`src/hw/ctrl_consts.svh`:
```
// Width and limit macros shared by the controller
`ifndef CTRL_CONSTS_SVH
`define CTRL_CONSTS_SVH

//////////////////////////////
// Data bus
//////////////////////////////

// Most data-bus transactions the core may have in flight at once
`define CTRL_MAX_OUTSTANDING 2

// Outstanding counter width, wide enough to hold the limit itself
`define CTRL_CNT_W 2

//////////////////////////////
// Writeback and redirect
//////////////////////////////

// Writeback info word describing the retiring instruction
`define CTRL_INFO_W 8

// Encoding width of the program counter source select
`define CTRL_PC_MUX_W 3

`endif

```
`src/hw/ctrl_pkg.sv`:
```
// FSM state enum, pc source enum and writeback info union of the controller
`include "ctrl_consts.svh"

package ctrl_pkg;

  // Controller FSM states
  // RESET waits for fetch enable and BOOT_SET lasts a single cycle
  typedef enum logic [2:0] {
    RESET       = 3'd0,
    BOOT_SET    = 3'd1,
    FUNCTIONAL  = 3'd2,
    SLEEP       = 3'd3,
    FENCEI_WAIT = 3'd4
  } ctrl_state_e;

  // Program counter sources selected on a redirect
  typedef enum logic [`CTRL_PC_MUX_W-1:0] {
    PC_BOOT     = 3'd0,
    PC_MRET     = 3'd1,
    PC_FENCEI   = 3'd2,
    PC_TRAP_IRQ = 3'd3,
    PC_TRAP_NMI = 3'd4
  } pc_mux_e;

  // Writeback info word with two decodings
  // The memory view applies to loads and stores, the system view when wb_is_sys is high
  // Both views keep first_op and last_op in the same two top bits
  typedef union packed {
    struct packed {
      logic                   first_op;
      logic                   last_op;
      logic [`CTRL_INFO_W-5:0] rsvd;
      logic                   lsu_we;
      logic                   lsu_en;
    } mem;
    struct packed {
      logic                   first_op;
      logic                   last_op;
      logic [`CTRL_INFO_W-6:0] rsvd;
      logic                   mret;
      logic                   fencei;
      logic                   wfi;
    } sys;
  } wb_info_u;

endpackage

```
`src/hw/bus_err_tracker.sv`:
```
// Outstanding data-bus counter, store/load order queue and NMI latch
`timescale 1ns/1ps
`include "ctrl_consts.svh"

module bus_err_tracker (
  input  logic clk,
  input  logic rst_n,
  input  logic obi_req_i,
  input  logic obi_gnt_i,
  input  logic obi_we_i,
  input  logic obi_rvalid_i,
  input  logic obi_err_i,
  input  logic nmi_taken_i,
  output logic nmi_pending_o,
  output logic nmi_is_store_o,
  output logic outstanding_zero_o
);

  localparam logic [`CTRL_CNT_W-1:0] CNT_MAX = `CTRL_MAX_OUTSTANDING;

  logic [`CTRL_CNT_W-1:0] cnt_q;
  // Write bit per outstanding access, oldest in entry 0
  logic [1:0]             we_q;
  logic                   granted;

  assign granted            = obi_req_i && obi_gnt_i;
  assign outstanding_zero_o = (cnt_q == '0);

  //////////////////////////////
  // Outstanding count
  //////////////////////////////

  always_ff @(posedge clk or negedge rst_n) begin
    if (!rst_n) begin
      cnt_q <= '0;
    end else if (granted && !obi_rvalid_i) begin
      cnt_q <= cnt_q + 1'b1;
    end else if (!granted && obi_rvalid_i) begin
      cnt_q <= cnt_q - 1'b1;
    end
  end

  // A response retires entry 0 and the queue shifts down
  // A grant appends behind whatever is still in flight
  always_ff @(posedge clk) begin
    if (granted && obi_rvalid_i) begin
      if (cnt_q == CNT_MAX) begin
        we_q[0] <= we_q[1];
        we_q[1] <= obi_we_i;
      end else begin
        we_q[0] <= obi_we_i;
      end
    end else if (granted) begin
      we_q[cnt_q[0]] <= obi_we_i;
    end else if (obi_rvalid_i) begin
      we_q[0] <= we_q[1];
    end
  end

  //////////////////////////////
  // NMI latch
  //////////////////////////////

  // The first error wins and later ones are dropped until the NMI is taken
  always_ff @(posedge clk or negedge rst_n) begin
    if (!rst_n) begin
      nmi_pending_o  <= 1'b0;
      nmi_is_store_o <= 1'b0;
    end else if (obi_rvalid_i && obi_err_i && !nmi_pending_o) begin
      nmi_pending_o  <= 1'b1;
      nmi_is_store_o <= we_q[0];
    end else if (nmi_taken_i) begin
      nmi_pending_o <= 1'b0;
    end
  end

  a_cnt_limit: assert property (@(posedge clk) disable iff (!rst_n)
    cnt_q <= CNT_MAX)
    else $error("bus_err_tracker: outstanding count above the limit");

endmodule

```
`src/hw/ctrl_fsm.sv`:
```
// Controller FSM issuing pc_set, pc_mux, irq_ack, sleep and fence.i start
`timescale 1ns/1ps

module ctrl_fsm (
  input  logic                clk,
  input  logic                rst_n,
  input  logic                fetch_enable_i,
  input  logic                wb_valid_i,
  input  ctrl_pkg::wb_info_u  wb_info_i,
  input  logic                wb_is_sys_i,
  input  logic                irq_i,
  input  logic                nmi_pending_i,
  input  logic                nmi_allowed_i,
  input  logic                interrupt_allowed_i,
  input  logic                fencei_done_i,
  output logic                pc_set_o,
  output ctrl_pkg::pc_mux_e   pc_mux_o,
  output logic                irq_ack_o,
  output logic                sleep_o,
  output logic                nmi_taken_o,
  output logic                fencei_start_o
);

  ctrl_pkg::ctrl_state_e state_q;
  ctrl_pkg::ctrl_state_e state_d;
  ctrl_pkg::pc_mux_e     pc_mux_d;
  logic                  pc_set_d;
  logic                  take_nmi;
  logic                  take_irq;
  logic                  sys_retire;
  logic                  in_functional;

  assign in_functional = (state_q == ctrl_pkg::FUNCTIONAL);
  assign sys_retire    = wb_valid_i && wb_is_sys_i;

  // Traps are only taken from FUNCTIONAL and the NMI goes ahead of the interrupt
  assign take_nmi = in_functional && nmi_pending_i && nmi_allowed_i;
  assign take_irq = in_functional && irq_i && interrupt_allowed_i && !nmi_pending_i;

  // The tracker clears its latch on the edge that raises the NMI redirect
  assign nmi_taken_o = take_nmi;

  //////////////////////////////
  // Next state and redirects
  //////////////////////////////

  always_comb begin
    state_d        = state_q;
    pc_set_d       = 1'b0;
    pc_mux_d       = pc_mux_o;
    fencei_start_o = 1'b0;
    unique case (state_q)
      ctrl_pkg::RESET: begin
        if (fetch_enable_i) begin
          state_d  = ctrl_pkg::BOOT_SET;
          pc_set_d = 1'b1;
          pc_mux_d = ctrl_pkg::PC_BOOT;
        end
      end
      ctrl_pkg::BOOT_SET: begin
        state_d = ctrl_pkg::FUNCTIONAL;
      end
      ctrl_pkg::FUNCTIONAL: begin
        // Priority is NMI, interrupt, then the retiring system instruction
        if (take_nmi) begin
          pc_set_d = 1'b1;
          pc_mux_d = ctrl_pkg::PC_TRAP_NMI;
        end else if (take_irq) begin
          pc_set_d = 1'b1;
          pc_mux_d = ctrl_pkg::PC_TRAP_IRQ;
        end else if (sys_retire && wb_info_i.sys.mret) begin
          pc_set_d = 1'b1;
          pc_mux_d = ctrl_pkg::PC_MRET;
        end else if (sys_retire && wb_info_i.sys.fencei) begin
          state_d        = ctrl_pkg::FENCEI_WAIT;
          fencei_start_o = 1'b1;
        end else if (sys_retire && wb_info_i.sys.wfi) begin
          state_d = ctrl_pkg::SLEEP;
        end
      end
      ctrl_pkg::SLEEP: begin
        // Only wake up here since the trap itself is decided again in FUNCTIONAL
        if (irq_i || nmi_pending_i) begin
          state_d = ctrl_pkg::FUNCTIONAL;
        end
      end
      ctrl_pkg::FENCEI_WAIT: begin
        // Done marks req and ack together, so the redirect lines up with the falling request
        if (fencei_done_i) begin
          state_d  = ctrl_pkg::FUNCTIONAL;
          pc_set_d = 1'b1;
          pc_mux_d = ctrl_pkg::PC_FENCEI;
        end
      end
      default: begin
        state_d = ctrl_pkg::RESET;
      end
    endcase
  end

  always_ff @(posedge clk or negedge rst_n) begin
    if (!rst_n) begin
      state_q   <= ctrl_pkg::RESET;
      pc_set_o  <= 1'b0;
      pc_mux_o  <= ctrl_pkg::PC_BOOT;
      irq_ack_o <= 1'b0;
      sleep_o   <= 1'b0;
    end else begin
      state_q   <= state_d;
      pc_set_o  <= pc_set_d;
      pc_mux_o  <= pc_mux_d;
      irq_ack_o <= take_irq;
      sleep_o   <= (state_d == ctrl_pkg::SLEEP);
    end
  end

  // Retirement after an mret redirect belongs to the handler, never a second mret
  a_no_back_to_back_mret: assert property (@(posedge clk) disable iff (!rst_n)
    (pc_set_o && (pc_mux_o == ctrl_pkg::PC_MRET)) |=>
    !(pc_set_o && (pc_mux_o == ctrl_pkg::PC_MRET)))
    else $error("ctrl_fsm: two mret redirects back to back");

  // A bus error can only arrive with a transaction outstanding, which blocks the interrupt
  a_irq_ack_no_nmi: assert property (@(posedge clk) disable iff (!rst_n)
    irq_ack_o |-> !nmi_pending_i)
    else $error("ctrl_fsm: irq_ack_o while an NMI is pending");

  a_irq_ack_single: assert property (@(posedge clk) disable iff (!rst_n)
    irq_ack_o |=> !irq_ack_o)
    else $error("ctrl_fsm: irq_ack_o longer than one cycle");

endmodule

```
`src/hw/ctrl_top.sv`:
```
// Controller top level connecting the FSM, bus error tracker, fence.i sequencer and gate
`timescale 1ns/1ps

module ctrl_top (
  input  logic               clk,
  input  logic               rst_n,
  input  logic               fetch_enable_i,
  input  logic               wb_valid_i,
  input  ctrl_pkg::wb_info_u wb_info_i,
  input  logic               wb_is_sys_i,
  input  logic               obi_req_i,
  input  logic               obi_gnt_i,
  input  logic               obi_we_i,
  input  logic               obi_rvalid_i,
  input  logic               obi_err_i,
  input  logic               irq_i,
  input  logic               fencei_flush_ack_i,
  output logic               pc_set_o,
  output ctrl_pkg::pc_mux_e  pc_mux_o,
  output logic               irq_ack_o,
  output logic               fencei_flush_req_o,
  output logic               nmi_is_store_o,
  output logic               sleep_o
);

  logic nmi_pending;
  logic outstanding_zero;
  logic interrupt_allowed;
  logic nmi_allowed;
  logic fencei_done;
  logic nmi_taken;
  logic fencei_start;

  //////////////////////////////
  // Control FSM
  //////////////////////////////

  ctrl_fsm ctrl_fsm_i (
    .clk                 (clk),
    .rst_n               (rst_n),
    .fetch_enable_i      (fetch_enable_i),
    .wb_valid_i          (wb_valid_i),
    .wb_info_i           (wb_info_i),
    .wb_is_sys_i         (wb_is_sys_i),
    .irq_i               (irq_i),
    .nmi_pending_i       (nmi_pending),
    .nmi_allowed_i       (nmi_allowed),
    .interrupt_allowed_i (interrupt_allowed),
    .fencei_done_i       (fencei_done),
    .pc_set_o            (pc_set_o),
    .pc_mux_o            (pc_mux_o),
    .irq_ack_o           (irq_ack_o),
    .sleep_o             (sleep_o),
    .nmi_taken_o         (nmi_taken),
    .fencei_start_o      (fencei_start)
  );

  // Data bus side
  bus_err_tracker bus_err_tracker_i (
    .clk                (clk),
    .rst_n              (rst_n),
    .obi_req_i          (obi_req_i),
    .obi_gnt_i          (obi_gnt_i),
    .obi_we_i           (obi_we_i),
    .obi_rvalid_i       (obi_rvalid_i),
    .obi_err_i          (obi_err_i),
    .nmi_taken_i        (nmi_taken),
    .nmi_pending_o      (nmi_pending),
    .nmi_is_store_o     (nmi_is_store_o),
    .outstanding_zero_o (outstanding_zero)
  );

  fencei_handshake fencei_handshake_i (
    .clk                (clk),
    .rst_n              (rst_n),
    .fencei_start_i     (fencei_start),
    .fencei_flush_ack_i (fencei_flush_ack_i),
    .fencei_flush_req_o (fencei_flush_req_o),
    .fencei_done_o      (fencei_done)
  );

  // A pending flush request counts as fence.i in progress
  trap_gate trap_gate_i (
    .clk                 (clk),
    .rst_n               (rst_n),
    .wb_valid_i          (wb_valid_i),
    .wb_info_i           (wb_info_i),
    .wb_is_sys_i         (wb_is_sys_i),
    .outstanding_zero_i  (outstanding_zero),
    .fencei_busy_i       (fencei_flush_req_o),
    .interrupt_allowed_o (interrupt_allowed),
    .nmi_allowed_o       (nmi_allowed)
  );

endmodule

```
`src/hw/fencei_handshake.sv`:
```
// Fence.i flush request/acknowledge sequencer
`timescale 1ns/1ps

module fencei_handshake (
  input  logic clk,
  input  logic rst_n,
  input  logic fencei_start_i,
  input  logic fencei_flush_ack_i,
  output logic fencei_flush_req_o,
  output logic fencei_done_o
);

  // Request and acknowledge together close the handshake
  // The FSM registers its redirect on this, so it lands with the falling request
  assign fencei_done_o = fencei_flush_req_o && fencei_flush_ack_i;

  // Request rises the cycle after start and holds until it is acknowledged
  always_ff @(posedge clk or negedge rst_n) begin
    if (!rst_n) begin
      fencei_flush_req_o <= 1'b0;
    end else if (fencei_start_i) begin
      fencei_flush_req_o <= 1'b1;
    end else if (fencei_done_o) begin
      fencei_flush_req_o <= 1'b0;
    end
  end

  //////////////////////////////
  // Protocol checks
  //////////////////////////////

  // The flush unit only answers a pending request
  a_ack_only_with_req: assert property (@(posedge clk) disable iff (!rst_n)
    fencei_flush_ack_i |-> fencei_flush_req_o)
    else $error("fencei_handshake: acknowledge without a pending request");

  // The FSM stays in FENCEI_WAIT for the whole handshake
  a_no_start_while_busy: assert property (@(posedge clk) disable iff (!rst_n)
    fencei_start_i |-> !fencei_flush_req_o)
    else $error("fencei_handshake: start while a request is pending");

endmodule

```
`src/hw/trap_gate.sv`:
```
// Multi-op sequence tracking and the interrupt and NMI allowed decisions
`timescale 1ns/1ps

module trap_gate (
  input  logic               clk,
  input  logic               rst_n,
  input  logic               wb_valid_i,
  input  ctrl_pkg::wb_info_u wb_info_i,
  input  logic               wb_is_sys_i,
  input  logic               outstanding_zero_i,
  input  logic               fencei_busy_i,
  output logic               interrupt_allowed_o,
  output logic               nmi_allowed_o
);

  logic seq_open_q;
  logic seq_open_d;
  logic lsu_retire;

  //////////////////////////////
  // Sequence tracking
  //////////////////////////////

  // first_op and last_op sit at the same place in both views
  // A single-op instruction has both set and leaves the sequence closed
  always_comb begin
    seq_open_d = seq_open_q;
    if (wb_valid_i) begin
      if (wb_info_i.mem.last_op) begin
        seq_open_d = 1'b0;
      end else if (wb_info_i.mem.first_op) begin
        seq_open_d = 1'b1;
      end
    end
  end

  always_ff @(posedge clk or negedge rst_n) begin
    if (!rst_n) begin
      seq_open_q <= 1'b0;
    end else begin
      seq_open_q <= seq_open_d;
    end
  end

  // Memory view only when the retiring instruction is not a system one
  assign lsu_retire = wb_valid_i && !wb_is_sys_i && wb_info_i.mem.lsu_en;

  // The redirect lands after this retirement, so judge the state it leaves behind
  assign nmi_allowed_o = !seq_open_d;

  assign interrupt_allowed_o = !seq_open_d && outstanding_zero_i && !lsu_retire &&
                               !fencei_busy_i;

endmodule

```
`config.mk`:
```
export PLATFORM = sky130hd
export DESIGN_NAME = ctrl_top
export DESIGN_NICKNAME = d
export VERILOG_FILES = /design/src/hw/ctrl_pkg.sv /design/src/hw/bus_err_tracker.sv /design/src/hw/ctrl_fsm.sv /design/src/hw/ctrl_top.sv /design/src/hw/fencei_handshake.sv /design/src/hw/trap_gate.sv
export VERILOG_INCLUDE_DIRS = /design/src /design/src/hw
export SDC_FILE = /design/constraint.sdc
export NUM_CORES = 1
export LEC_CHECK = 0
export ABC_AREA = 1
export BUFFER_PORTS_ARGS = -buffer_cell sky130_fd_sc_hd__buf_2
export CAP_MARGIN = 20
export CORE_MARGIN = 2
export CORE_UTILIZATION = 40
export DETAILED_ROUTE_END_ITERATION = 8
export SLEW_MARGIN = 10
export SYNTH_ARGS = -nofsm -noshare
export SYNTH_HDL_FRONTEND = slang
export SYNTH_SLANG_ARGS = --single-unit
```
`constraint.sdc`:
```
create_clock -name clk -period 1.75 [get_ports clk]
set_input_delay 0 -clock clk [delete_from_list [all_inputs] [get_ports clk]]
set_output_delay 0 -clock clk [all_outputs]
set_load 0.02 [all_outputs]
```
Word-level counts from Yosys, hierarchy flattened
Index checks and enable logic that the tools add are counted.

Register bits: 17. Input bits: 20. Output and inout bits: 8. Word-level logic and storage cells: 110.

Add/sub/neg operators: 2. Order comparisons: 2. Equality and inequality tests: 10. Multiplexer cells: 44. Reduce and logical (&&, ||, !) cells: 40.

Operators with widths (number): 3-bit 2-to-1 mux (13); 1-bit 2-to-1 mux (23); 1-bit logical AND (22); 3-bit case mux with 5 select lines (1); 3-bit by 2-bit equality test with 1-bit output (second input constant) (3); 3-bit case mux with 3 select lines (1); 2-bit nonzero test (4); 1-bit zero test (7); 2-bit 2-to-1 mux (3); 3-bit nonzero test (2); 2-bit inequality test (second input constant) (2); 4-bit by 2-bit inequality test with 1-bit output (second input constant) (1); 4-bit AND reduction (1); 3-bit by 1-bit equality test with 1-bit output (second input constant) (1); 3-bit equality test (second input constant) (1); 3-bit zero test (1); 1-bit case mux with 3 select lines (1); 2-bit by 1-bit adder with 2-bit output (second input constant) (1); 2-bit bitwise mux (1); 2-bit equality test (second input constant) (1); 2-bit zero test (1); 1-bit by 2-bit less-than comparator with 1-bit output (second input constant) (1); 2-bit by 1-bit inequality test with 1-bit output (second input constant) (1); 2-bit AND reduction (1); other kinds (4) (4).

Depth between registers and ports, before layout
Gate-level depths: netlist (run 1).

Depth after elaboration: 13. Mapped depth: 9. Mapped depth without buffers: 9.

By module
A second synthesis (run 1) with hierarchy kept.

Cell total of the unflattened synthesis: 139. Area, all modules: 1028.5 µm².

By module, submodules not included: ctrl_fsm (instances 1, cells an instance 70, area each 534.3 µm², seq. area each 225.2 µm²); bus_err_tracker (instances 1, cells an instance 49, area each 370.4 µm², seq. area each 160.2 µm²); trap_gate (instances 1, cells an instance 13, area each 76.3 µm², seq. area each 25.0 µm²); fencei_handshake (instances 1, cells an instance 7, area each 47.5 µm², seq. area each 25.0 µm²).

Worst setup path after synthesis (run 1)
OpenSTA, ideal clock, no wires.

Kind: reg-to-reg. From: register fencei_handshake_i.fencei_flush_req_o. To: register ctrl_fsm_i.pc_mux_o[2]. Setup time: 118 ps. Arrival time: 1098 ps. Data required time: 1632 ps. Setup slack: 534 ps. Cell stages (with the launch flop): 9. Buffers on the path: 0. Clock period less this slack: 1216 ps. Cell sequence: dfrtp_1 inv_1 nand2_1 nor2_1 nand3_2 nand3_2 nand3_2 nand2_1 nand2_1.

Cells in the longest elaborated chain, start to end: 7. Elaborated cells on any way between the ends: 11. Those cells by class: 2 x eq/ne; 3 x mux; 6 x reduce/logical.

RTL lines: start, declared (RTL line fencei_handshake.sv:9) `output logic fencei_flush_req_o,`; start signal, assigned (RTL line fencei_handshake.sv:20) `fencei_flush_req_o <= 1'b0;`; start signal, assigned (RTL line fencei_handshake.sv:22) `fencei_flush_req_o <= 1'b1;`; start signal, assigned (RTL line fencei_handshake.sv:24) `fencei_flush_req_o <= 1'b0;`; 1-bit zero test (RTL line trap_gate.sv:52) `!fencei_busy_i;`; 1-bit logical AND (RTL line trap_gate.sv:51) `assign interrupt_allowed_o = !seq_open_d && outstanding_zero_i && !lsu_retire &&`; 1-bit logical AND (2 in series) (RTL line ctrl_fsm.sv:38) `assign take_irq = in_functional && irq_i && interrupt_allowed_i && !nmi_pending_i;`; 3-bit 2-to-1 mux (RTL line ctrl_fsm.sv:68) `end else if (take_irq) begin`; 3-bit 2-to-1 mux (RTL line ctrl_fsm.sv:65) `if (take_nmi) begin`; 3-bit case mux with 3 select lines (RTL line ctrl_fsm.sv:52) `unique case (state_q)`; end signal, assigned (RTL line ctrl_fsm.sv:105) `pc_mux_o <= ctrl_pkg::PC_BOOT;`; end signal, assigned (RTL line ctrl_fsm.sv:111) `pc_mux_o <= pc_mux_d;`; end, declared (RTL line ctrl_fsm.sv:17) `output ctrl_pkg::pc_mux_e pc_mux_o,`.

Parallel ways exist; a longest one is shown, timed or not. A chain may end at the register's enable or synchronous reset.

Worst setup path after layout (run 1)
From: register ctrl_fsm_i.state_q[0]. To: register fencei_handshake_i.fencei_flush_req_o.

Cells in the longest elaborated chain, start to end: 8. Elaborated cells on any way between the ends: 11. Those cells by class: 1 x eq/ne; 4 x mux; 6 x reduce/logical.

RTL lines: start, declared (RTL line ctrl_fsm.sv:24) `ctrl_pkg::ctrl_state_e state_q;`; start signal, assigned (RTL line ctrl_fsm.sv:103) `state_q <= ctrl_pkg::RESET;`; start signal, assigned (RTL line ctrl_fsm.sv:109) `state_q <= state_d;`; 3-bit by 2-bit equality test with 1-bit output (*) (RTL line ctrl_fsm.sv:33, ctrl_fsm.sv:52); 1-bit logical AND (3 in series) (RTL line ctrl_fsm.sv:38); 1-bit 2-to-1 mux (RTL line ctrl_fsm.sv:68); 1-bit 2-to-1 mux (RTL line ctrl_fsm.sv:65); 1-bit 2-to-1 mux (*) (RTL line ctrl_fsm.sv:52); 1-bit 2-to-1 mux / 2-bit nonzero test (equally long branches).

Mark *: on every way between the ends. The rest lies on a longest branch, timed or not.

==> qor.csv, run 1 <==
stage;metric;value;unit
layout;total inserted antenna cells;0;
clock_network;maximum buffer depth of the clock tree;2;
drt;1st-pass router iterations;4;
critical_path;CP Data Arrival Time;1590;ps
placement;number of placed instances with taps included;183;
clock_network;number of clock sinks seen by CTS;17;
hold_path;path class of the lowest-slack min-delay path;input pin to flip-flop;
placement;final HPWL from detailed placement;1.66;mm
drt;total wire length;2.01;mm
pwr;leakage power summed over all cells;0.687;nW
floorplan;Std-Cell Rows;18;
timing;clock tree skew after final layout;1.28;ps
global_route;maximum number of pins on one net before global-route repair;16;
critical_path;Worst Path Required;1930;ps
timing;timing-limited maximum frequency;708;MHz
layout;Area Growth Syn to Fin;19.9;%
clock_network;clock tree root driver cell;clkbuf_4;
yosys;number of nets produced by synthesis;153;
timing;Worst Hold Slack;3.34;ps
floorplan;height of the chip;54.8;µm
timing;fraction of the cycle the final worst path needs;0.807;
layout;fraction of final layout cells with drive strength greater than 1;0.308;
timing;max-slew violation total from the final report;0;
job;max-cap check violation count;0;
floorplan;Core Footprint;2450;µm²
yosys;summed instance area of the synthesized netlist;1030;µm²
timing;number of setup violations in the final report;0;
placement;Port-buffer cells;24;
critical_path;Slowest Stage Delay on Critical Path;420;ps
drt;violation count after the first detailed-route iteration;8;
yosys;number of synthesized register bits;17;
floorplan;width of the die;54.8;µm
clock_network;Clock transition at path regs;100;ps
critical_path;reg-to-reg critical path startpoint;ctrl_fsm_i.state_q[0];
pwr;Worst VDD drop;0.723;mV
drt;drt wl/cell;10.6;µm
critical_path;kind of end point of the critical path;flip-flop;
layout;Layout Cells excl Fill;189;
yosys;count of different cell masters after synthesis;26;
clock_network;number of cells upsized or downsized after cts;0;
floorplan;Initial Util;0.420;
placement;GP Congestion;0.853;
drt;DRC errors left;0;
clock_network;htree depth;1;
critical_path;startpoint type of the worst setup path;flip-flop;
global_route;number of global-route vias before repair;879;
drt;detail-routed via count per cell;4.73;
critical_path;path type of the worst setup path;flip-flop to flip-flop;
drt;Vias;894;
timing;setup repair after global routing missed its margin;no;
critical_path;CP Cell Sequence;inv_2 > nand3_4 > nor2_2 > nand3_2 > nand2_1 > nor2_2 > nand2_1 > o21ai_1;
critical_path;crit path max fanout;6;
pwr;PwrDens;1400;nW/µm²
global_route;wire length of the first global-routing pass;3.48;mm
drt;final antenna-violating net count;0;
layout;Net count, final;184;
floorplan;Total Die Area;3000;µm²
clock_network;Clock Latency Late Sink;280;ps
timing;number of hold-slack violations in the final timing report;0;
timing;Tightest Pin Transition;343;ps
floorplan;ports placed on the boundary;28;
critical_path;CP max stage cell;dfrtp_1;
critical_path;minimum setup slack among reg-to-reg paths;340;ps
global_route;overflow left after global routing;0;
global_route;initial antenna violation count;0;
yosys;number of instances in the synthesized netlist;129;
timing;sum of negative setup slack;0;ps
global_route;aggregate global-route resource usage;0.162;
critical_path;Setup crit start;ctrl_fsm_i.state_q[0];
yosys;average size of a mapped cell;8.00;µm²
outcome;run status;complete, no violations;
hold_path;Min-Delay Startpoint;wb_info_i[2];
clock_network;clock buffer count from CTS;3;
timing;clock period minus final worst setup slack;1410;ps
layout;number of fillers in the final layout;247;
clock_network;TritonCTS clock tree;yes;
yosys;Synth warnings;0;
timing;relative slew slack;0.771;
yosys;post-synthesis sequential area ratio;0.422;
cells in the final DEF (no fill, tap or decap), types with 2 or more instances in the layout:
| master | instances |
|---|---|
| nand2_1 | 31 |
| nor2_2 | 5 |
| edfxtp_1 | 2 |
| nor2_1 | 11 |
| inv_2 | 5 |
| nand2_2 | 3 |
| o21ai_0 | 3 |
| ha_1 | 4 |
| clkbuf_4 | 3 |
| inv_1 | 18 |
| nand3_1 | 9 |
| nor3_1 | 2 |
| dlygate4sd3_1 | 2 |
| buf_2 | 24 |
| nand4_1 | 2 |
| nand3_4 | 2 |
| nand3_2 | 3 |
| a21oi_1 | 4 |
| dfrtp_1 | 15 |
worst max-delay path: cells and delay by family, from the launching register on:
kind | cells | cell delay, ps
AND/OR/NAND/NOR | 6 | 690
buffers and inverters | 1 | 120
AO/OA/AOI/OAI | 1 | 70
flip-flops | 1 | 420
routing by layer:
metal | vias to the layer above | track usage | routed length, µm
met1 | 409 | 0.192 | 879
met4 | 0 | 0.0667 | 36
met2 | 14 | 0.288 | 1020
met3 | 4 | 0.0246 | 79
li1 | 467 | - | -
met5 | - | 0 | 0
stage by stage:
stage	utilization	setup WS [ps]	area (µm²)	total power [mW]
5_1_grt	0.504	220	1240	1.89
4_1_cts	0.504	332	1240	1.76
3_3_place_gp	0.485	373	1190	1.52
3_5_place_dp	0.485	360	1190	1.55
6_report	0.504	338	1240	1.74
2_1_floorplan	-	534	1030	1.32
flip-flops by register name, indices dropped and copies added, names as in the netlist:
| name | cells |
|---|---|
| bus_err_tracker_i.nmi_is_store_o | 1 |
| ctrl_fsm_i.pc_set_o | 1 |
| ctrl_fsm_i.state_q | 3 |
| ctrl_fsm_i.pc_mux_o | 3 |
| bus_err_tracker_i.cnt_q | 2 |
| trap_gate_i.seq_open_q | 1 |
| ctrl_fsm_i.sleep_o | 1 |
| fencei_handshake_i.fencei_flush_req_o | 1 |
| bus_err_tracker_i.we_q | 2 |
| bus_err_tracker_i.nmi_pending_o | 1 |
| ctrl_fsm_i.irq_ack_o | 1 |
synth_stat cells:
library cell / instances / area (µm²)
nand2_1: 31 / 116
inv_1: 18 / 67.6
dfrtp_1: 15 / 375
nor2_1: 11 / 41.3
nand3_1: 9 / 45.0
inv_2: 5 / 18.8
nor2_2: 5 / 31.3
a21oi_1: 4 / 20.0
ha_1: 4 / 50.1
nand2_2: 3 / 18.8
nand3_2: 3 / 30.0
o21ai_0: 3 / 15.0
edfxtp_1: 2 / 60.1
nand3_4: 2 / 35.0
nand4_1: 2 / 12.5
nor3_1: 2 / 10.0
a21boi_0: 1 / 7.51
a32oi_1: 1 / 8.76
mux2_2: 1 / 11.3
nor2_4: 1 / 11.3
o211ai_1: 1 / 7.51
o21ai_1: 1 / 5.00
o21bai_1: 1 / 7.51
or2_4: 1 / 8.76
xnor2_1: 1 / 8.76
xor2_1: 1 / 8.76
where the power goes:
part / switching (mW) / internal (mW)
clock: 0.125 / 0.0848
combinational: 0.538 / 0.323
sequential: 0.114 / 0.554
cells by family (layout without fill, tap and decap cells):
logic type | count (synthesis) | in the layout | synth area share
compound gates | 12 | 12 | 0.0691
simple gates | 70 | 70 | 0.349
mux | 1 | 1 | 0.0109
xor+xnor | 2 | 2 | 0.0170
flops | 17 | 17 | 0.422
buf+inv | 23 | 53 | 0.0836
fa+ha+maj | 4 | 4 | 0.0485
path summary, 6_finish.rpt:
kind	depth (start not counted)	end
max in group asynchronous	2	bus_err_tracker_i.nmi_is_store_o
worst max register to register	8	fencei_handshake_i.fencei_flush_req_o
worst min-delay path	4	ctrl_fsm_i.state_q[0]
min in group asynchronous	2	ctrl_fsm_i.sleep_o
worst min register to register	2	ctrl_fsm_i.pc_mux_o[1]
worst max-delay path	8	fencei_handshake_i.fencei_flush_req_o
repair_timing:
| action | CTS | global route |
|---|---|---|
| hold buffers | 2 | 0 |
| endpoints found under the hold margin | 16 | 0 |
| buffers inserted | 0 | 0 |
final cells by class:
| cell class | instances | area, µm² | area share |
|---|---|---|---|
| inverters | 23 | 86.3 | 0.0698 |
| clock inverters | 1 | 5.00 | 0.00404 |
| clock buffers | 3 | 22.5 | 0.0182 |
| repair buffers | 26 | 140 | 0.113 |
| well taps | 30 | 37.5 | 0.0303 |
| multi-input cells | 89 | 510 | 0.413 |
| flip-flops and latches | 17 | 435 | 0.352 |
Note: power is estimated with default switching activity, not from simulation.
==> run 2, diff against run 1 <==
==> constraint.sdc (replaced) <==
create_clock -name clk -period 1.4 [get_ports clk]
set_input_delay 0 -clock clk [delete_from_list [all_inputs] [get_ports clk]]
set_output_delay 0 -clock clk [all_outputs]
set_load 0.02 [all_outputs]
==> run 2 against run 1 <==
  * Clock skew is 9.3 ps higher
  * First-iteration DRC count is 13% higher
  * Via count is 6.9% higher
  * Global-route usage is 1.2 points higher
  * Critical endpoint is now ctrl_fsm_i.pc_mux_o[2]
  * Largest power group unchanged
==> qor.csv, run 2 (synthesized netlist as in run 1, its figures left out) <==
stage;metric;value;unit
layout;fraction of final layout cells with drive strength greater than 1;0.365;
global_route;maximum number of pins on one net before global-route repair;16;
clock_network;htree depth;1;
layout;Non-Filler Cell Area, Final;1340;µm²
timing;clock tree skew after final layout;10.6;ps
floorplan;Total Die Area;3000;µm²
timing;clock period minus final worst setup slack;1310;ps
critical_path;path type of the worst setup path;flip-flop to flip-flop;
critical_path;CP Cell Sequence;inv_2 > nand3_4 > buf_4 > nor2_1 > nand3_2 > nand3_2 > nand2_1 > nand2_1;
global_route;wire length of the first global-routing pass;3.66;mm
drt;DRC errors left;0;
pwr;Sw Share;0.431;
layout;most used cells in the layout excluding fill and tap cells;nand2_1, buf_2, inv_1;
global_route;number of global-route vias before repair;886;
placement;GP Congestion;0.874;
floorplan;ports placed on the boundary;28;
critical_path;Worst Path Required;1650;ps
layout;commonest non-fill, non-tap cell in the layout;nand2_1;
global_route;overflow left after global routing;0;
critical_path;kind of end point of the critical path;flip-flop;
placement;final HPWL from detailed placement;1.68;mm
critical_path;minimum setup slack among reg-to-reg paths;90;ps
drt;violation count after the first detailed-route iteration;9;
timing;number of hold-slack violations in the final timing report;0;
drt;detail-routed via count per cell;4.78;
drt;total wire length;2.15;mm
critical_path;Slowest Stage Delay on Critical Path;410;ps
layout;number of fillers in the final layout;239;
global_route;aggregate global-route resource usage;0.174;
pwr;Internal Dissipation;1.36;mW
clock_network;TritonCTS clock tree;yes;
placement;area after detailed placement;1230;µm²
pwr;Worst VDD drop;1.01;mV
drt;final antenna-violating net count;0;
clock_network;number of clock sinks seen by CTS;17;
clock_network;Clock Latency Late Sink;300;ps
layout;Largest regs;ctrl_fsm_i.pc_mux_o (3), ctrl_fsm_i.state_q (3);
drt;Vias;956;
timing;fraction of the cycle the final worst path needs;0.934;
pwr;Clk network pwr share;0.113;
timing;number of setup violations in the final report;0;
critical_path;CP Data Arrival Time;1550;ps
timing;relative slew slack;0.769;
critical_path;CP max stage cell;dfrtp_1;
critical_path;crit path max fanout;5;
timing;timing-limited maximum frequency;765;MHz
outcome;run status;complete, no violations;
layout;Area Growth Syn to Fin;29.6;%
drt;drt wl/cell;10.7;µm
pwr;combinational fraction of design power;0.553;
layout;Net count, final;195;
layout;total inserted antenna cells;0;
clock_network;Clock transition at path regs;110;ps
pwr;PwrDens;1790;nW/µm²
pwr;leakage power summed over all cells;0.741;nW
clock_network;clock tree root driver cell;clkbuf_4;
drt;1st-pass router iterations;4;
hold_path;path class of the lowest-slack min-delay path;input pin to flip-flop;
job;max-cap check violation count;0;
clock_network;maximum buffer depth of the clock tree;2;
clock_network;clock buffer count from CTS;3;
floorplan;Core Footprint;2450;µm²
floorplan;Initial Util;0.420;
floorplan;width of the die;54.8;µm
timing;max-slew violation total from the final report;0;
timing;Tightest Pin Transition;347;ps
placement;Port-buffer cells;24;
pwr;sequential share of power;0.334;
floorplan;Std-Cell Rows;18;
critical_path;startpoint type of the worst setup path;flip-flop;
pwr;Psw;1.03;mW
floorplan;height of the chip;54.8;µm
timing;sum of negative setup slack;0;ps
global_route;initial antenna violation count;0;
[run 2: metal layers]
layer,vias to the layer above,part of all wire,global-route usage
met1,433,0.42,0.188
met2,28,0.52,0.323
met5,-,0,0
li1,491,-,-
met3,4,0.051,0.0574
met4,0,0.0093,0.0375
[run 2: repair_timing]
item                                   CTS  global route
buffers inserted                         1             5
gates resized for setup                  0             4
endpoints found under the hold margin   16             0
setup endpoints to repair                1             6
cloned                                   0             0
pin swaps                                0             3
hold buffers                             2             0
[run 2: through the flow]
step	instances	setup slack [ps]	utilization	hold WS, ps	power (mW)
detailed placement	188	31.4	0.500	-71.5	2.04
global placement	188	84.8	0.500	-77.9	2.01
floorplan	129	184	-	-296	1.65
finish	200	93.0	0.545	8.82	2.40
CTS	195	19.6	0.522	1.62	2.34
global route	200	-0.493	0.545	15.0	2.62
[run 2: path summary, 6_finish.rpt]
path | endpoint | startpoint | cells after the start
hold reg to reg | bus_err_tracker_i.nmi_is_store_o | bus_err_tracker_i.we_q[0] | 1
setup / recovery | ctrl_fsm_i.pc_mux_o[2] | ctrl_fsm_i.state_q[2] | 8
hold / removal | ctrl_fsm_i.state_q[0] | wb_info_i[2] | 4
min in group asynchronous | ctrl_fsm_i.sleep_o | rst_n | 2
max in group asynchronous | bus_err_tracker_i.nmi_pending_o | rst_n | 2
setup reg to reg | ctrl_fsm_i.pc_mux_o[2] | ctrl_fsm_i.state_q[2] | 8
[run 2: cell type report]
class	instances	area [µm²]	share of cell area
inverters	23	86.3	0.0645
clock buffers	3	22.5	0.0168
multi-input cells	89	528	0.395
flip-flops and latches	17	435	0.326
well taps	30	37.5	0.0281
repair buffers	37	223	0.167
clock inverters	1	5.00	0.00374
[run 2: worst max-delay path, delay by kind of cell (launching register included)]
kind / cells / cell delay (ps)
and+or+nand+nor: 6 / 560
buffers and inverters: 2 / 270
DFF: 1 / 410
[run 2: power groups by stage]
stage	Combinational, mW	Sequential (mW)	Clock [mW]
6_report	1.33	0.800	0.271
4_1_cts	1.25	0.804	0.285
3_3_place_gp	1.20	0.811	0
3_5_place_dp	1.23	0.814	0
5_1_grt	1.49	0.823	0.305
2_1_floorplan	0.717	0.934	0
==> run 3, diff against run 2 <==
--- a/config.mk
+++ b/config.mk
@@ -8,7 +8,8 @@
 export LEC_CHECK = 0
 export ABC_AREA = 1
 export BUFFER_PORTS_ARGS = -buffer_cell sky130_fd_sc_hd__buf_2
-export CAP_MARGIN = 20
+export CAP_MARGIN = 30
+export CORE_ASPECT_RATIO = 0.7
 export CORE_MARGIN = 2
 export CORE_UTILIZATION = 40
 export DETAILED_ROUTE_END_ITERATION = 8
==> run 3 against run 2 <==
  * Non-clock buffer count decreased by 3
  * Core utilization shrank 0.34 points
  * Register-to-register slack got worse by 40 ps
==> qor.csv, run 3 (synthesized netlist as in run 1, its figures left out) <==
stage;metric;value;unit
outcome;run status;complete, no violations;
clock_network;Clock transition at path regs;60;ps
job;max-cap check violation count;0;
layout;most used cells in the layout excluding fill and tap cells;nand2_1, buf_2, inv_1;
floorplan;Std-Cell Rows;15;
pwr;leakage power summed over all cells;0.734;nW
layout;Largest regs;ctrl_fsm_i.pc_mux_o (3), ctrl_fsm_i.state_q (3);
drt;final antenna-violating net count;0;
layout;commonest non-fill, non-tap cell in the layout;nand2_1;
timing;sum of negative setup slack;0;ps
pwr;Sw Share;0.421;
timing;fraction of the cycle the final worst path needs;0.963;
clock_network;maximum buffer depth of the clock tree;2;
timing;Tightest Pin Transition;343;ps
hold_path;path class of the lowest-slack min-delay path;input pin to flip-flop;
drt;DRC errors left;0;
pwr;Psw;1.05;mW
critical_path;Worst Path Required;1540;ps
pwr;PwrDens;1870;nW/µm²
global_route;number of global-route vias before repair;760;
timing;Worst Hold Slack;44.5;ps
timing;number of hold-slack violations in the final timing report;0;
critical_path;CP max stage cell;dfrtp_1;
drt;drt wl/cell;11.1;µm
clock_network;Clock Latency Late Sink;250;ps
pwr;Worst VDD drop;0.680;mV
global_route;initial antenna violation count;0;
global_route;overflow left after global routing;0;
clock_network;number of clock sinks seen by CTS;17;
pwr;sequential share of power;0.323;
timing;max-slew violation total from the final report;0;
floorplan;Initial Util;0.420;
drt;Vias;905;
layout;Area Growth Syn to Fin;29.0;%
critical_path;CP Data Arrival Time;1490;ps
layout;number of fillers in the final layout;252;
critical_path;kind of end point of the critical path;flip-flop;
timing;relative slew slack;0.771;
critical_path;path type of the worst setup path;flip-flop to flip-flop;
placement;area after detailed placement;1230;µm²
timing;clock period minus final worst setup slack;1350;ps
timing;number of setup violations in the final report;0;
pwr;Clk network pwr share;0.141;
global_route;maximum number of pins on one net before global-route repair;16;
placement;GP Congestion;0.876;
clock_network;clock tree root driver cell;clkbuf_8;
timing;clock tree skew after final layout;3.56;ps
critical_path;CP Cell Sequence;inv_2 > nand3_4 > nor2_2 > nand3_2 > nand3_2 > nand3_4 > nand2_1 > nand2_1;
critical_path;Slowest Stage Delay on Critical Path;400;ps
floorplan;Core Footprint;2460;µm²
pwr;combinational fraction of design power;0.535;
pwr;Internal Dissipation;1.44;mW
global_route;wire length of the first global-routing pass;3.44;mm
pwr;overall power;2.49;mW
floorplan;width of the die;64.7;µm
layout;Net count, final;192;
drt;detail-routed via count per cell;4.50;
clock_network;clock buffer count from CTS;3;
drt;violation count after the first detailed-route iteration;26;
global_route;aggregate global-route resource usage;0.156;
placement;Port-buffer cells;24;
placement;final HPWL from detailed placement;1.79;mm
floorplan;height of the chip;46.5;µm
drt;1st-pass router iterations;4;
placement;placement-stage worst setup slack;80.8;ps
floorplan;ports placed on the boundary;28;
clock_network;htree depth;1;
timing;timing-limited maximum frequency;742;MHz
floorplan;Total Die Area;3010;µm²
drt;total wire length;2.23;mm
critical_path;crit path max fanout;5;
layout;fraction of final layout cells with drive strength greater than 1;0.347;
timing;Final WS setup;51.9;ps
clock_network;TritonCTS clock tree;yes;
layout;Non-Filler Cell Area, Final;1330;µm²
critical_path;startpoint type of the worst setup path;flip-flop;
layout;total inserted antenna cells;0;
==> run 3: cell count changes in the layout (fill, tap and decap cells not counted) <==
cell      before  now
nand2_2        4    3
buf_4         11    8
nand2_1       30   31
nor2_2         5    6
nor2_4         2    1
clkbuf_8       0    3
clkbuf_4       3    0
==> run 3: timing repair <==
item	CTS	global route
hold buffers	2	0
gates resized for setup	0	2
hold endpoints to repair	16	0
endpoints found under the setup margin	0	4
setup buffers	0	3
==> run 3: path summary, 6_finish.rpt <==
path	depth (start not counted)	endpoint	startpoint	slack [ps]
max	8	ctrl_fsm_i.pc_mux_o[0]	ctrl_fsm_i.state_q[0]	50
min	3	bus_err_tracker_i.nmi_pending_o	obi_err_i	40
max reg2reg	8	ctrl_fsm_i.pc_mux_o[0]	ctrl_fsm_i.state_q[0]	50
min reg2reg	2	ctrl_fsm_i.pc_mux_o[1]	ctrl_fsm_i.pc_mux_o[1]	460
max in group asynchronous	2	ctrl_fsm_i.pc_set_o	rst_n	960
min in group asynchronous	2	ctrl_fsm_i.state_q[2]	rst_n	180
==> run 3: power by group through the flow <==
stage / sequential (mW) / combinational (mW) / clock (mW)
2_1_floorplan: 0.934 / 0.717 / 0
3_3_place_gp: 0.811 / 1.22 / 0
3_5_place_dp: 0.818 / 1.23 / 0
4_1_cts: 0.808 / 1.24 / 0.371
5_1_grt: 0.830 / 1.46 / 0.395
6_report: 0.806 / 1.34 / 0.352
==> run 3: critical path, delay by kind of cell, from the launching register on <==
kind / cells / cell delay, ps
and+or+nand+nor: 7 / 710
buffers and inverters: 1 / 110
DFF: 1 / 400
==> run 3: stage by stage <==
| stage | cells | utilization |
|---|---|---|
| finish | 201 | 0.541 |
| floorplan | 129 | - |
| CTS | 198 | 0.528 |
| global route | 201 | 0.541 |
| detailed placement | 192 | 0.501 |
| global placement | 192 | 0.501 |
==> run 3: area by class of cell <==
| cell class | instances | area, µm² | share of cell area |
|---|---|---|---|
| multi-input cells | 89 | 520 | 0.391 |
| flip-flops and latches | 17 | 435 | 0.327 |
| repair buffers | 34 | 200 | 0.150 |
| inverters | 23 | 86.3 | 0.0648 |
| well taps | 34 | 42.5 | 0.0320 |
| clock buffers | 3 | 41.3 | 0.0310 |
| clock inverters | 1 | 5.00 | 0.00376 |
==> run 3: routing by layer <==
layer  GRT usage  part of all wire  routed length (µm)
met1       0.226              0.53                1180
met2       0.235              0.41                 922
met3      0.0440             0.051                 114
met4      0.0255            0.0045                  10
met5           0                 0                   0
